--- config.mk ---
export PLATFORM = sky130hd
export DESIGN_NAME = dlxCore
export DESIGN_NICKNAME = d
export VERILOG_FILES = /design/src/rtl/dlxPkg.sv /design/src/rtl/controlUnit.sv /design/src/rtl/regFile.sv /design/src/rtl/decodeStage.sv /design/src/rtl/stageReg.sv /design/src/rtl/executeStage.sv /design/src/rtl/resultStage.sv /design/src/rtl/dlxCore.sv
export SDC_FILE = /design/constraint.sdc
export NUM_CORES = 2
export LEC_CHECK = 0
export ABC_CLOCK_PERIOD_IN_PS = 5500
export BUFFER_PORTS_ARGS = -buffer_cell sky130_fd_sc_hd__buf_4
export CAP_MARGIN = 10
export CELL_PAD_IN_SITES_DETAIL_PLACEMENT = 0
export CELL_PAD_IN_SITES_GLOBAL_PLACEMENT = 2
export CORE_MARGIN = 4
export CORE_UTILIZATION = 41
export DETAILED_ROUTE_END_ITERATION = 10
export PLACE_DENSITY_LB_ADDON = 0.1
export REMOVE_ABC_BUFFERS = 1
export SETUP_SLACK_MARGIN = 0.15
export SKIP_CTS_REPAIR_TIMING = 1
export SYNTH_ARGS = -nofsm -noshare
export SYNTH_HDL_FRONTEND = slang
export SYNTH_HIERARCHICAL = 1
export SYNTH_SLANG_ARGS = --single-unit
--- constraint.sdc ---
create_clock -name clk -period 5.5 [get_ports clk]
set_input_delay 1.1 -clock clk [delete_from_list [all_inputs] [get_ports clk]]
set_output_delay 1.1 -clock clk [all_outputs]
set_load 0.1 [all_outputs]
--- src/rtl/dlxPkg.sv ---
package dlxPkg;

    ////////////////////
    // basic types
    ////////////////////

    // data words keep the big-endian numbering of the instruction set
    typedef logic [0:31] wordT;
    typedef logic [0:4]  regIdxT;

    // the one instruction word that is decoded as a trap
    localparam wordT   TRAP_WORD = 32'h44000300;
    // jal links through r31
    localparam regIdxT LINK_REG  = 5'd31;

    ////////////////////
    // encodings
    ////////////////////

    // primary opcode, instruction bits 0 to 5
    typedef enum logic [5:0] {
        OP_RTYPE = 6'h00,
        OP_JAL   = 6'h03,
        OP_ADDI  = 6'h08,
        OP_SUBI  = 6'h0a,
        OP_ANDI  = 6'h0c,
        OP_ORI   = 6'h0d,
        OP_XORI  = 6'h0e,
        OP_LHI   = 6'h0f,
        OP_TRAP  = 6'h11,
        OP_SLLI  = 6'h14
    } opcodeT;

    // r-type function, instruction bits 26 to 31
    typedef enum logic [5:0] {
        FN_SLL = 6'h04,
        FN_SRL = 6'h06,
        FN_ADD = 6'h20,
        FN_SUB = 6'h22,
        FN_AND = 6'h24,
        FN_OR  = 6'h25,
        FN_XOR = 6'h26,
        FN_SLT = 6'h2a
    } funcT;

    typedef enum logic [3:0] {
        ALU_ADD, ALU_SUB, ALU_AND, ALU_OR, ALU_XOR, ALU_SLL, ALU_SRL, ALU_SLT
    } aluOpT;

    ////////////////////
    // stage payloads
    ////////////////////

    typedef struct packed {
        logic  rType;
        logic  extOp;
        logic  lhiOp;
        logic  pcToReg;
        logic  regWrite;
        aluOpT aluOp;
    } ctrlT;

    // core input, one instruction with the pc of its successor
    typedef struct packed {
        wordT instruction;
        wordT nextPC;
    } instT;

    // decode to execute
    typedef struct packed {
        wordT   opA;
        wordT   opB;
        wordT   nextPC;
        aluOpT  aluOp;
        logic   pcToReg;
        regIdxT destReg;
        logic   regWrite;
        logic   trap;
    } execT;

    // execute to result, and the core output
    typedef struct packed {
        regIdxT destReg;
        wordT   value;
        logic   regWrite;
        logic   trap;
    } resultT;

endpackage

--- src/rtl/controlUnit.sv ---
`timescale 1ns/1ps

module controlUnit (
    input  dlxPkg::wordT instruction,
    output dlxPkg::ctrlT ctrl
);
    import dlxPkg::*;

    opcodeT opcode;
    funcT   func;

    // opcode sits in the top bits, func in the bottom bits
    assign opcode = opcodeT'(instruction[0:5]);
    assign func   = funcT'(instruction[26:31]);

    always_comb begin
        // defaults describe a no-op that adds and writes nothing
        ctrl = '{rType: 1'b0, extOp: 1'b0, lhiOp: 1'b0, pcToReg: 1'b0,
                 regWrite: 1'b0, aluOp: ALU_ADD};
        case (opcode)
            OP_RTYPE: begin
                ctrl.rType    = 1'b1;
                ctrl.regWrite = 1'b1;
                case (func)
                    FN_ADD:  ctrl.aluOp = ALU_ADD;
                    FN_SUB:  ctrl.aluOp = ALU_SUB;
                    FN_AND:  ctrl.aluOp = ALU_AND;
                    FN_OR:   ctrl.aluOp = ALU_OR;
                    FN_XOR:  ctrl.aluOp = ALU_XOR;
                    FN_SLL:  ctrl.aluOp = ALU_SLL;
                    FN_SRL:  ctrl.aluOp = ALU_SRL;
                    FN_SLT:  ctrl.aluOp = ALU_SLT;
                    // unknown func retires without a write
                    default: ctrl.regWrite = 1'b0;
                endcase
            end
            // only the arithmetic immediates sign extend
            OP_ADDI: begin
                ctrl.extOp    = 1'b1;
                ctrl.regWrite = 1'b1;
            end
            OP_SUBI: begin
                ctrl.extOp    = 1'b1;
                ctrl.regWrite = 1'b1;
                ctrl.aluOp    = ALU_SUB;
            end
            OP_ANDI: begin
                ctrl.regWrite = 1'b1;
                ctrl.aluOp    = ALU_AND;
            end
            OP_ORI: begin
                ctrl.regWrite = 1'b1;
                ctrl.aluOp    = ALU_OR;
            end
            OP_XORI: begin
                ctrl.regWrite = 1'b1;
                ctrl.aluOp    = ALU_XOR;
            end
            OP_SLLI: begin
                ctrl.regWrite = 1'b1;
                ctrl.aluOp    = ALU_SLL;
            end
            // lhi is imm16 shifted left by the constant 16
            OP_LHI: begin
                ctrl.lhiOp    = 1'b1;
                ctrl.regWrite = 1'b1;
                ctrl.aluOp    = ALU_SLL;
            end
            // link value comes from nextPC, alu result is ignored
            OP_JAL: begin
                ctrl.pcToReg  = 1'b1;
                ctrl.regWrite = 1'b1;
            end
            default: ctrl.regWrite = 1'b0;
        endcase
    end

endmodule

--- src/rtl/regFile.sv ---
`timescale 1ns/1ps

module regFile (
    input  logic           clk,
    input  logic           rstN,
    input  dlxPkg::regIdxT rdIdxA,
    input  dlxPkg::regIdxT rdIdxB,
    output dlxPkg::wordT   rdDataA,
    output dlxPkg::wordT   rdDataB,
    input  logic           wrEn,
    input  dlxPkg::regIdxT wrIdx,
    input  dlxPkg::wordT   wrData
);
    import dlxPkg::*;

    wordT regs [0:31];

    ////////////////////
    // write port
    ////////////////////

    always_ff @(posedge clk) begin
        if (!rstN) begin
            for (int i = 0; i < 32; i++) begin
                regs[i] <= '0;
            end
        end else if (wrEn && (wrIdx != '0)) begin
            // r0 is never written
            regs[wrIdx] <= wrData;
        end
    end

    ////////////////////
    // read ports
    ////////////////////

    // combinational, r0 always reads as zero
    assign rdDataA = (rdIdxA == '0) ? '0 : regs[rdIdxA];
    assign rdDataB = (rdIdxB == '0) ? '0 : regs[rdIdxB];

    // a write lands at the clock edge, the reader sees it the cycle after

endmodule

--- src/rtl/decodeStage.sv ---
`timescale 1ns/1ps

module decodeStage (
    input  logic           instValid,
    output logic           instReady,
    input  dlxPkg::instT   inst,
    output dlxPkg::regIdxT rdIdxA,
    output dlxPkg::regIdxT rdIdxB,
    input  dlxPkg::wordT   rdDataA,
    input  dlxPkg::wordT   rdDataB,
    input  dlxPkg::regIdxT exDest,
    input  dlxPkg::regIdxT resDest,
    input  logic           exWrite,
    input  logic           resWrite,
    output logic           execValid,
    input  logic           execReady,
    output dlxPkg::execT   exec
);
    import dlxPkg::*;

    ctrlT        ctrl;
    regIdxT      r1;
    regIdxT      r2;
    regIdxT      rd;
    logic [0:15] imm16;
    wordT        immExt;
    logic        trap;
    logic        hazA;
    logic        hazB;
    logic        stall;

    controlUnit ctrlUnit (
        .instruction(inst.instruction),
        .ctrl       (ctrl)
    );

    ////////////////////
    // field split
    ////////////////////

    assign r1    = inst.instruction[6:10];
    assign r2    = inst.instruction[11:15];
    assign rd    = inst.instruction[16:20];
    assign imm16 = inst.instruction[16:31];

    // register file is addressed straight from the instruction
    assign rdIdxA = r1;
    assign rdIdxB = r2;

    // extOp picks sign extension, otherwise zero fill
    assign immExt = ctrl.extOp ? {{16{imm16[0]}}, imm16} : {16'b0, imm16};

    // exact compare against the whole trap word
    assign trap = (inst.instruction == TRAP_WORD);

    ////////////////////
    // hazard check
    ////////////////////

    // r1 is always checked, r2 only when r-type reads it
    assign hazA = (exWrite && (exDest != '0) && (exDest == r1)) ||
                  (resWrite && (resDest != '0) && (resDest == r1));
    assign hazB = ctrl.rType &&
                  ((exWrite && (exDest != '0) && (exDest == r2)) ||
                   (resWrite && (resDest != '0) && (resDest == r2)));
    assign stall = instValid && (hazA || hazB);

    // a stalled instruction neither leaves nor is accepted
    assign execValid = instValid && !stall;
    assign instReady = execReady && !stall;

    ////////////////////
    // operands
    ////////////////////

    // opB is register for r-type, 16 for lhi, else extended immediate
    assign exec.opB = ctrl.rType ? rdDataB : (ctrl.lhiOp ? 32'd16 : immExt);
    // lhi shifts the zero extended immediate in opA
    assign exec.opA = ctrl.lhiOp ? {16'b0, imm16} : rdDataA;

    assign exec.nextPC  = inst.nextPC;
    assign exec.aluOp   = ctrl.aluOp;
    assign exec.pcToReg = ctrl.pcToReg;
    // rd for r-type, r2 otherwise, r31 for jal
    assign exec.destReg = ctrl.pcToReg ? LINK_REG : (ctrl.rType ? rd : r2);
    // trap never writes back
    assign exec.regWrite = ctrl.regWrite && !trap;
    assign exec.trap     = trap;

endmodule

--- src/rtl/stageReg.sv ---
`timescale 1ns/1ps

module stageReg #(
    parameter type payloadT = logic [31:0]
) (
    input  logic    clk,
    input  logic    rstN,
    input  logic    inValid,
    output logic    inReady,
    input  payloadT inData,
    output logic    outValid,
    input  logic    outReady,
    output payloadT outData
);

    logic    validQ;
    payloadT dataQ;

    // free slot, or the held item leaves this cycle
    assign inReady = !validQ || outReady;

    always_ff @(posedge clk) begin
        if (!rstN) begin
            validQ <= 1'b0;
        end else if (inReady) begin
            // refill on the same edge the old item drains
            validQ <= inValid;
        end
    end

    // payload only moves on an input transfer
    always_ff @(posedge clk) begin
        if (inValid && inReady) begin
            dataQ <= inData;
        end
    end

    assign outValid = validQ;
    assign outData  = dataQ;

endmodule

--- src/rtl/executeStage.sv ---
`timescale 1ns/1ps

module executeStage (
    input  logic           execValid,
    output logic           execReady,
    input  dlxPkg::execT   exec,
    output logic           resValid,
    input  logic           resReady,
    output dlxPkg::resultT res
);
    import dlxPkg::*;

    logic [4:0] shamt;
    logic       lessThan;
    wordT       aluResult;
    wordT       value;

    ////////////////////
    // alu
    ////////////////////

    // shifts use only the low five bits of opB
    assign shamt    = exec.opB[27:31];
    assign lessThan = $signed(exec.opA) < $signed(exec.opB);

    always_comb begin
        case (exec.aluOp)
            ALU_ADD: aluResult = exec.opA + exec.opB;
            ALU_SUB: aluResult = exec.opA - exec.opB;
            ALU_AND: aluResult = exec.opA & exec.opB;
            ALU_OR:  aluResult = exec.opA | exec.opB;
            ALU_XOR: aluResult = exec.opA ^ exec.opB;
            ALU_SLL: aluResult = exec.opA << shamt;
            // logical shift, zero fill from the top
            ALU_SRL: aluResult = exec.opA >> shamt;
            ALU_SLT: aluResult = {31'b0, lessThan};
            default: aluResult = '0;
        endcase
    end

    // jal writes the link address instead of the alu result
    assign value = exec.pcToReg ? exec.nextPC : aluResult;

    ////////////////////
    // result stream
    ////////////////////

    // purely combinational, handshake passes straight through
    assign resValid  = execValid;
    assign execReady = resReady;

    assign res = '{
        destReg:  exec.destReg,
        value:    value,
        regWrite: exec.regWrite,
        trap:     exec.trap
    };

endmodule

--- src/rtl/resultStage.sv ---
`timescale 1ns/1ps

module resultStage (
    input  logic           inValid,
    output logic           inReady,
    input  dlxPkg::resultT inData,
    output logic           resValid,
    input  logic           resReady,
    output dlxPkg::resultT res,
    output logic           wrEn,
    output dlxPkg::regIdxT wrIdx,
    output dlxPkg::wordT   wrData
);

    logic xfer;

    ////////////////////
    // output stream
    ////////////////////

    // retired result is presented as held by the stage register
    assign resValid = inValid;
    assign inReady  = resReady;
    assign res      = inData;

    ////////////////////
    // write back
    ////////////////////

    // commit only on the handshake edge, so a held result writes once
    assign xfer   = inValid && resReady;
    assign wrEn   = xfer && inData.regWrite;
    assign wrIdx  = inData.destReg;
    assign wrData = inData.value;

    // traps and no-ops arrive with regWrite low and only retire

endmodule

--- src/rtl/dlxCore.sv ---
`timescale 1ns/1ps

module dlxCore (
    input  logic           clk,
    input  logic           rstN,
    input  logic           instValid,
    output logic           instReady,
    input  dlxPkg::instT   inst,
    output logic           resValid,
    input  logic           resReady,
    output dlxPkg::resultT res
);
    import dlxPkg::*;

    regIdxT rdIdxA;
    regIdxT rdIdxB;
    wordT   rdDataA;
    wordT   rdDataB;

    // decode to decExReg
    logic   decValid;
    logic   decReady;
    execT   decData;
    // decExReg to execute
    logic   exValid;
    logic   exReady;
    execT   exData;
    // execute to exResReg
    logic   aluValid;
    logic   aluReady;
    resultT aluData;
    // exResReg to result
    logic   retValid;
    logic   retReady;
    resultT retData;

    logic   wrEn;
    regIdxT wrIdx;
    wordT   wrData;

    ////////////////////
    // decode
    ////////////////////

    // hazard inputs only count while the stage register holds an item
    decodeStage decStage (
        .instValid(instValid),          .instReady(instReady),
        .inst     (inst),
        .rdIdxA   (rdIdxA),             .rdIdxB   (rdIdxB),
        .rdDataA  (rdDataA),            .rdDataB  (rdDataB),
        .exDest   (exData.destReg),     .resDest  (retData.destReg),
        .exWrite  (exValid && exData.regWrite),
        .resWrite (retValid && retData.regWrite),
        .execValid(decValid),           .execReady(decReady),
        .exec     (decData)
    );

    stageReg #(.payloadT(execT)) decExReg (
        .clk     (clk),      .rstN    (rstN),
        .inValid (decValid), .inReady (decReady), .inData (decData),
        .outValid(exValid),  .outReady(exReady),  .outData(exData)
    );

    ////////////////////
    // execute and result
    ////////////////////

    executeStage exStage (
        .execValid(exValid),  .execReady(exReady),  .exec(exData),
        .resValid (aluValid), .resReady (aluReady), .res (aluData)
    );

    stageReg #(.payloadT(resultT)) exResReg (
        .clk     (clk),      .rstN    (rstN),
        .inValid (aluValid), .inReady (aluReady), .inData (aluData),
        .outValid(retValid), .outReady(retReady), .outData(retData)
    );

    resultStage resStage (
        .inValid (retValid), .inReady (retReady), .inData(retData),
        .resValid(resValid), .resReady(resReady), .res   (res),
        .wrEn    (wrEn),     .wrIdx   (wrIdx),    .wrData(wrData)
    );

    regFile rf (
        .clk    (clk),     .rstN   (rstN),
        .rdIdxA (rdIdxA),  .rdIdxB (rdIdxB),
        .rdDataA(rdDataA), .rdDataB(rdDataB),
        .wrEn   (wrEn),    .wrIdx  (wrIdx),  .wrData(wrData)
    );

endmodule

; ---- After elaboration in Yosys (flattened, before gate mapping)
; Memories as Yosys holds them, arrays and structs flattened.
; Index checks and enable logic that the tools add are counted.
[totals]
register_bits = 149
ramBits = 1024
inputBits = 68
out_inout_bits = 41
word_cells = 115
mem_count = 1
[op_classes]
add_sub_neg = 2
order_cmp = 1
n_eq_ne = 28
n_shift = 2
mux = 24
bitwise_logic = 3
reduce_logical = 39
[mem_list]
columns = memory, depth, width, rd, rd_ports_with_merged_regs, write_ports, line
row1 = rf.regs, 32, 32, 2, 0, 32, regFile.sv:16  ; wordT regs [0:31];
[op_table]
columns = op, count
row1 = 32-bit case mux with 8 select lines, 1
row2 = 32-bit 2-to-1 mux, 6
row3 = 6-bit by 4-bit equality test with 1-bit output (second input constant), 6
row4 = 6-bit equality test (second input constant), 6
row5 = 32-bit adder, 1
row6 = 32-bit AND, 1
row7 = 32-bit by 31-bit equality test with 1-bit output (second input constant), 1
row8 = 32-bit less-than comparator, 1
row9 = 16-bit 2-to-1 mux, 2
row10 = 32-bit bitwise OR, 1
row11 = 32-bit OR reduction, 1
row12 = 32-bit by 5-bit << shifter with 32-bit output, 1
row13 = 32-bit by 5-bit right shift with 32-bit output, 1
row14 = 32-bit subtractor, 1
row15 = 32-bit bitwise XOR, 1
row16 = 4-bit case mux with 6 select lines, 1
row17 = 3-bit case mux with 7 select lines, 1
row18 = 5-bit equality test, 4
row19 = 1-bit logical AND, 18
row20 = 4-bit by 3-bit equality test with 1-bit output (second input constant), 4
row21 = 8-bit OR reduction, 2
row22 = 6-bit by 3-bit equality test with 1-bit output (second input constant), 2
row23 = 5-bit logical NOT, 2
row24 = 1-bit 2-to-1 mux, 10
row25 = other kinds (12), 24

; ---- Depth between registers and ports, before layout
[depth]
depth_word = 10
depth_mapped = 14
ltp_nobuf = 12

; ---- By module
; Netlist, hierarchy kept.
[modules_own_cells]
columns = mod, n_inst, cells_each, area_per_inst_um2, seq_area_each_um2
row1 = regFile, 1, 3509, 54204.5, 30749.5
row2 = executeStage, 1, 1355, 8942.3, 0.0
row3 = stageReg at decExReg, 1, 113, 3300.7, 3263.1
row4 = decodeStage, 1, 203, 1448.9, 0.0
row5 = stageReg at exResReg, 1, 44, 1228.7, 1191.1
row6 = resultStage, 1, 79, 591.8, 0.0
row7 = controlUnit, 1, 45, 320.3, 0.0
row8 = dlxCore, 1, 2, 12.5, 0.0

; ---- Worst setup path after synthesis
; Ideal clock, no wire load.
[synth_path]
path_kind = input port to flip-flop
start = input port resReady
end = memory rf/regs[24][0] (netlist bit) (enable)
setup_time_ns = 0.466
arrival_time_ns = 4.206
required_ns = 5.034
slack_ns = 0.829
stages = 5
n_path_buf = 1
cell_sequence = and3_1 nand2_1 or3_1 clkbuf_1 o21ai_0
[synth_rtl]
columns = item, line
row1 = from (decl), dlxCore.sv:10  ; input logic resReady,
row2 = to (decl), regFile.sv:16

==> metrics.txt <==
core area 0.170 mm2; Max Freq 227 MHz; synth unique cells 101; Reg2Reg Depth 12; initial antenna violation count 11; worst-path fanout max 15; Num CTS Buffers 141; DIE WIDTH 421 um; skew final 41.8 ps; YS warnings 6; total of max-cap violations 0; share of cells above drive strength 1 22.6%; total number of vias 47,579; flop2flop setup slack 1090 ps; Syn Area/Cell 13.1 um2; reg2reg start decExReg/outData[44]; Iteration-0 DRC Markers 5,693; Leakage 0.0283 uW; vias in the first global route 47,828; async set-or-reset flop fraction in the synthesized netlist 0%; Die ar. 0.178 mm2; worst hold slack 426 ps; dpl hpwl 181 mm; Clock transition at path regs 70 ps; cell area after synthesis 0.0700 mm2; worst vdd ir 0.000329 V; sequential share of the synthesized area 50.3%; top_reg_cell synth edfxtp_1; Max Transition Viols Final 0; Via density 6.28; Worst Setup SP decExReg/outData[44]; GR Util All Layers 30.3%; CP required 6060 ps; Max Root-Sink Buffers 3; post-route ant nets 0; Root Buffer Master clkbuf_16; Total Wirelength 274 mm; Setup Viol. Count Final 0; hold-critical path depth 0; r2r endpoint exResReg/outData[30]; Die Y 421 um; class of the worst hold path flip-flop to flip-flop; Setup TNS 0 ps; measured slew at the worst slew-check pin 1250 ps; ranking of synthesized cells by area edfxtp_1 (50%), mux4_2 (16%), and2_1 (9.0%); filler cell count 15,192; Post-synth EDFFs 1,171; CP arrival 4970 ps; end of the critical path exResReg/outData[30]; Final nets 5,425; Worst Setup Path Type flip-flop to flip-flop; Syn-to-layout area delta 10.9%; Final Hold Fails 0; num ports 109; PD cells 302 mW/mm2; first-pass GRT wire length 382 mm; Tmin final 4410 ps; Sink Count 1,173; largest net degree at the start of global routing 75; Worst-Skew Late Latency 820 ps; CTS tree built; slew margin rel. 16.5%; drt first pass iters 7; Register Area 0.0352 mm2; crit end category flip-flop; Synth area leader edfxtp_1; status finished, final reports clean; GRT Residual Overflow 0; Site Rows 151; crit share post-route 80.1%; Syn Inst Count 5,350; share of the synthesized area in the top cell type 50.2%; I/O Buffers 108; drt drc 0; CTS HTree Levels 4; Final Wtd Congestion 0.923; Yosys reg bits 1,173; multi-input logic area 0.0319 mm2; RSZ-0062 raised after global routing no; drt wl/cell 36.2 um; initial core utilization 41.3%; CP startpoint kind flip-flop
-- power by group --
| group | internal, uW | switching [uW] |
|---|---|---|
| Combinational | 1330 | 2390 |
| Sequential | 10200 | 325 |
| Clock | 5150 | 4030 |
-- worst min-delay path by stage --
| stage | start | endpoint |
|---|---|---|
| after floorplan | decExReg/outData[0] | exResReg/outData[0] |
| after global placement | decExReg/outData[0] | exResReg/outData[0] |
| after detailed placement | decExReg/outData[0] | exResReg/outData[0] |
| after CTS | inst[25] | decExReg/outData[37] |
| after global routing | inst[25] | decExReg/outData[37] |
| final | decExReg/outData[0] | exResReg/outData[0] |
-- cells in the mapped netlist (all sizes together) (5+ instances only) --
| library cell | n |
|---|---|
| edfxtp | 1171 |
| and2 | 1006 |
| mux4 | 490 |
| clkbuf | 334 |
| buf | 298 |
| mux2i | 221 |
| nor2 | 202 |
| a21oi | 166 |
| o21ai | 148 |
| nand2 | 133 |
| ha | 114 |
| inv | 114 |
| o22ai | 100 |
| nor3 | 82 |
| mux2 | 64 |
| a22o | 62 |
| a211oi | 54 |
| nor2b | 50 |
| o221ai | 42 |
| xnor2 | 38 |
| a2111oi | 37 |
| a21o | 37 |
| nand3 | 34 |
| nor4 | 31 |
| a22oi | 30 |
| nand2b | 30 |
| a221oi | 26 |
| a31oi | 20 |
| o211ai | 20 |
| o21a | 14 |
| and3 | 13 |
| nand4 | 13 |
| a211o | 10 |
| nand3b | 10 |
| or3 | 9 |
| a21boi | 8 |
| o21bai | 8 |
| o31ai | 8 |
| or2 | 7 |
| or4 | 7 |
| a311oi | 6 |
| o211a | 6 |
| o311ai | 6 |
| nor4b | 5 |
-- state kept, by name, summed over array words and instances, names as in the netlist --
name               cells
rf/regs             1024
decExReg/outData     108
exResReg/outData      39
decExReg/outValid      1
exResReg/outValid      1
-- final cells by class --
cell class              instances  share of cell area [%]
repair buffers                349                    3.79
inverters                     116                   0.567
clock inverters                84                   0.985
well taps                    2218                    3.57
flip-flops and latches       1173                    45.3
multi-input cells            3460                    41.0
clock buffers                 173                    4.75
diodes                          8                  0.0258
-- layer usage --
layer	track usage, %	wire (um)
met5	0	44
met4	10.8	10700
met3	5.07	20100
met2	50.4	132000
met1	40.3	111000
-- kinds of logic after synthesis --
group / Yosys count / share of synthesized area [%]
AOI/OAI and AO/OA: 848 / 8.33
muxes: 775 / 19.9
adders and majority gates: 116 / 2.09
other: 2 / 0.0107
DFF: 1173 / 50.3
xor gates and xnor gates: 40 / 0.500
and+or+nand+nor: 1648 / 13.5
buffers and inverters: 748 / 5.35
-- critical path: stages, from the launching register on --
cell and delay (ps):
edfxtp_1 830, ha_1 320, inv_1 80, fa_1 420, nor2b_1 180, o211ai_1 160, a21o_1 260, a311oi_1 670
o21ai_1 310, nand2_1 160, a31oi_1 110, or4_1 510, and3b_1 170
-- layout by cell type (no fill, tap or decap), types with 32 or more instances in the layout --
cell type	n
xnor2_1	38
clkbuf_16	143
nand3_1	33
nor2_4	32
o221ai_1	42
nor2_1	169
mux4_2	490
clkinv_1	37
inv_1	110
o21ai_0	112
nor3_1	81
ha_1	114
a22o_1	62
edfxtp_1	1171
buf_4	321
a211oi_1	54
o22ai_1	100
a21o_1	37
nand2_1	133
conb_1	33
mux2_2	64
a21oi_1	165
nor2b_1	47
mux2i_1	221
and2_1	1002
-- per-stage QoR --
step / power, uW / instances / area, um2 / setup slack, ps / utilization, %
5_1_grt: 24200 / 7573 / 77700 / 931 / 45.8
4_1_cts: 23600 / 7572 / 77700 / 1180 / 45.8
3_3_place_gp: 14400 / 7315 / 73200 / 1040 / 43.1
6_report: 23400 / 7581 / 77700 / 1090 / 45.8
2_1_floorplan: 12600 / 4749 / 66900 / 6.96 / -
3_5_place_dp: 14400 / 7315 / 73200 / 1030 / 43.1
Note: power is estimated with default switching activity, not from simulation.
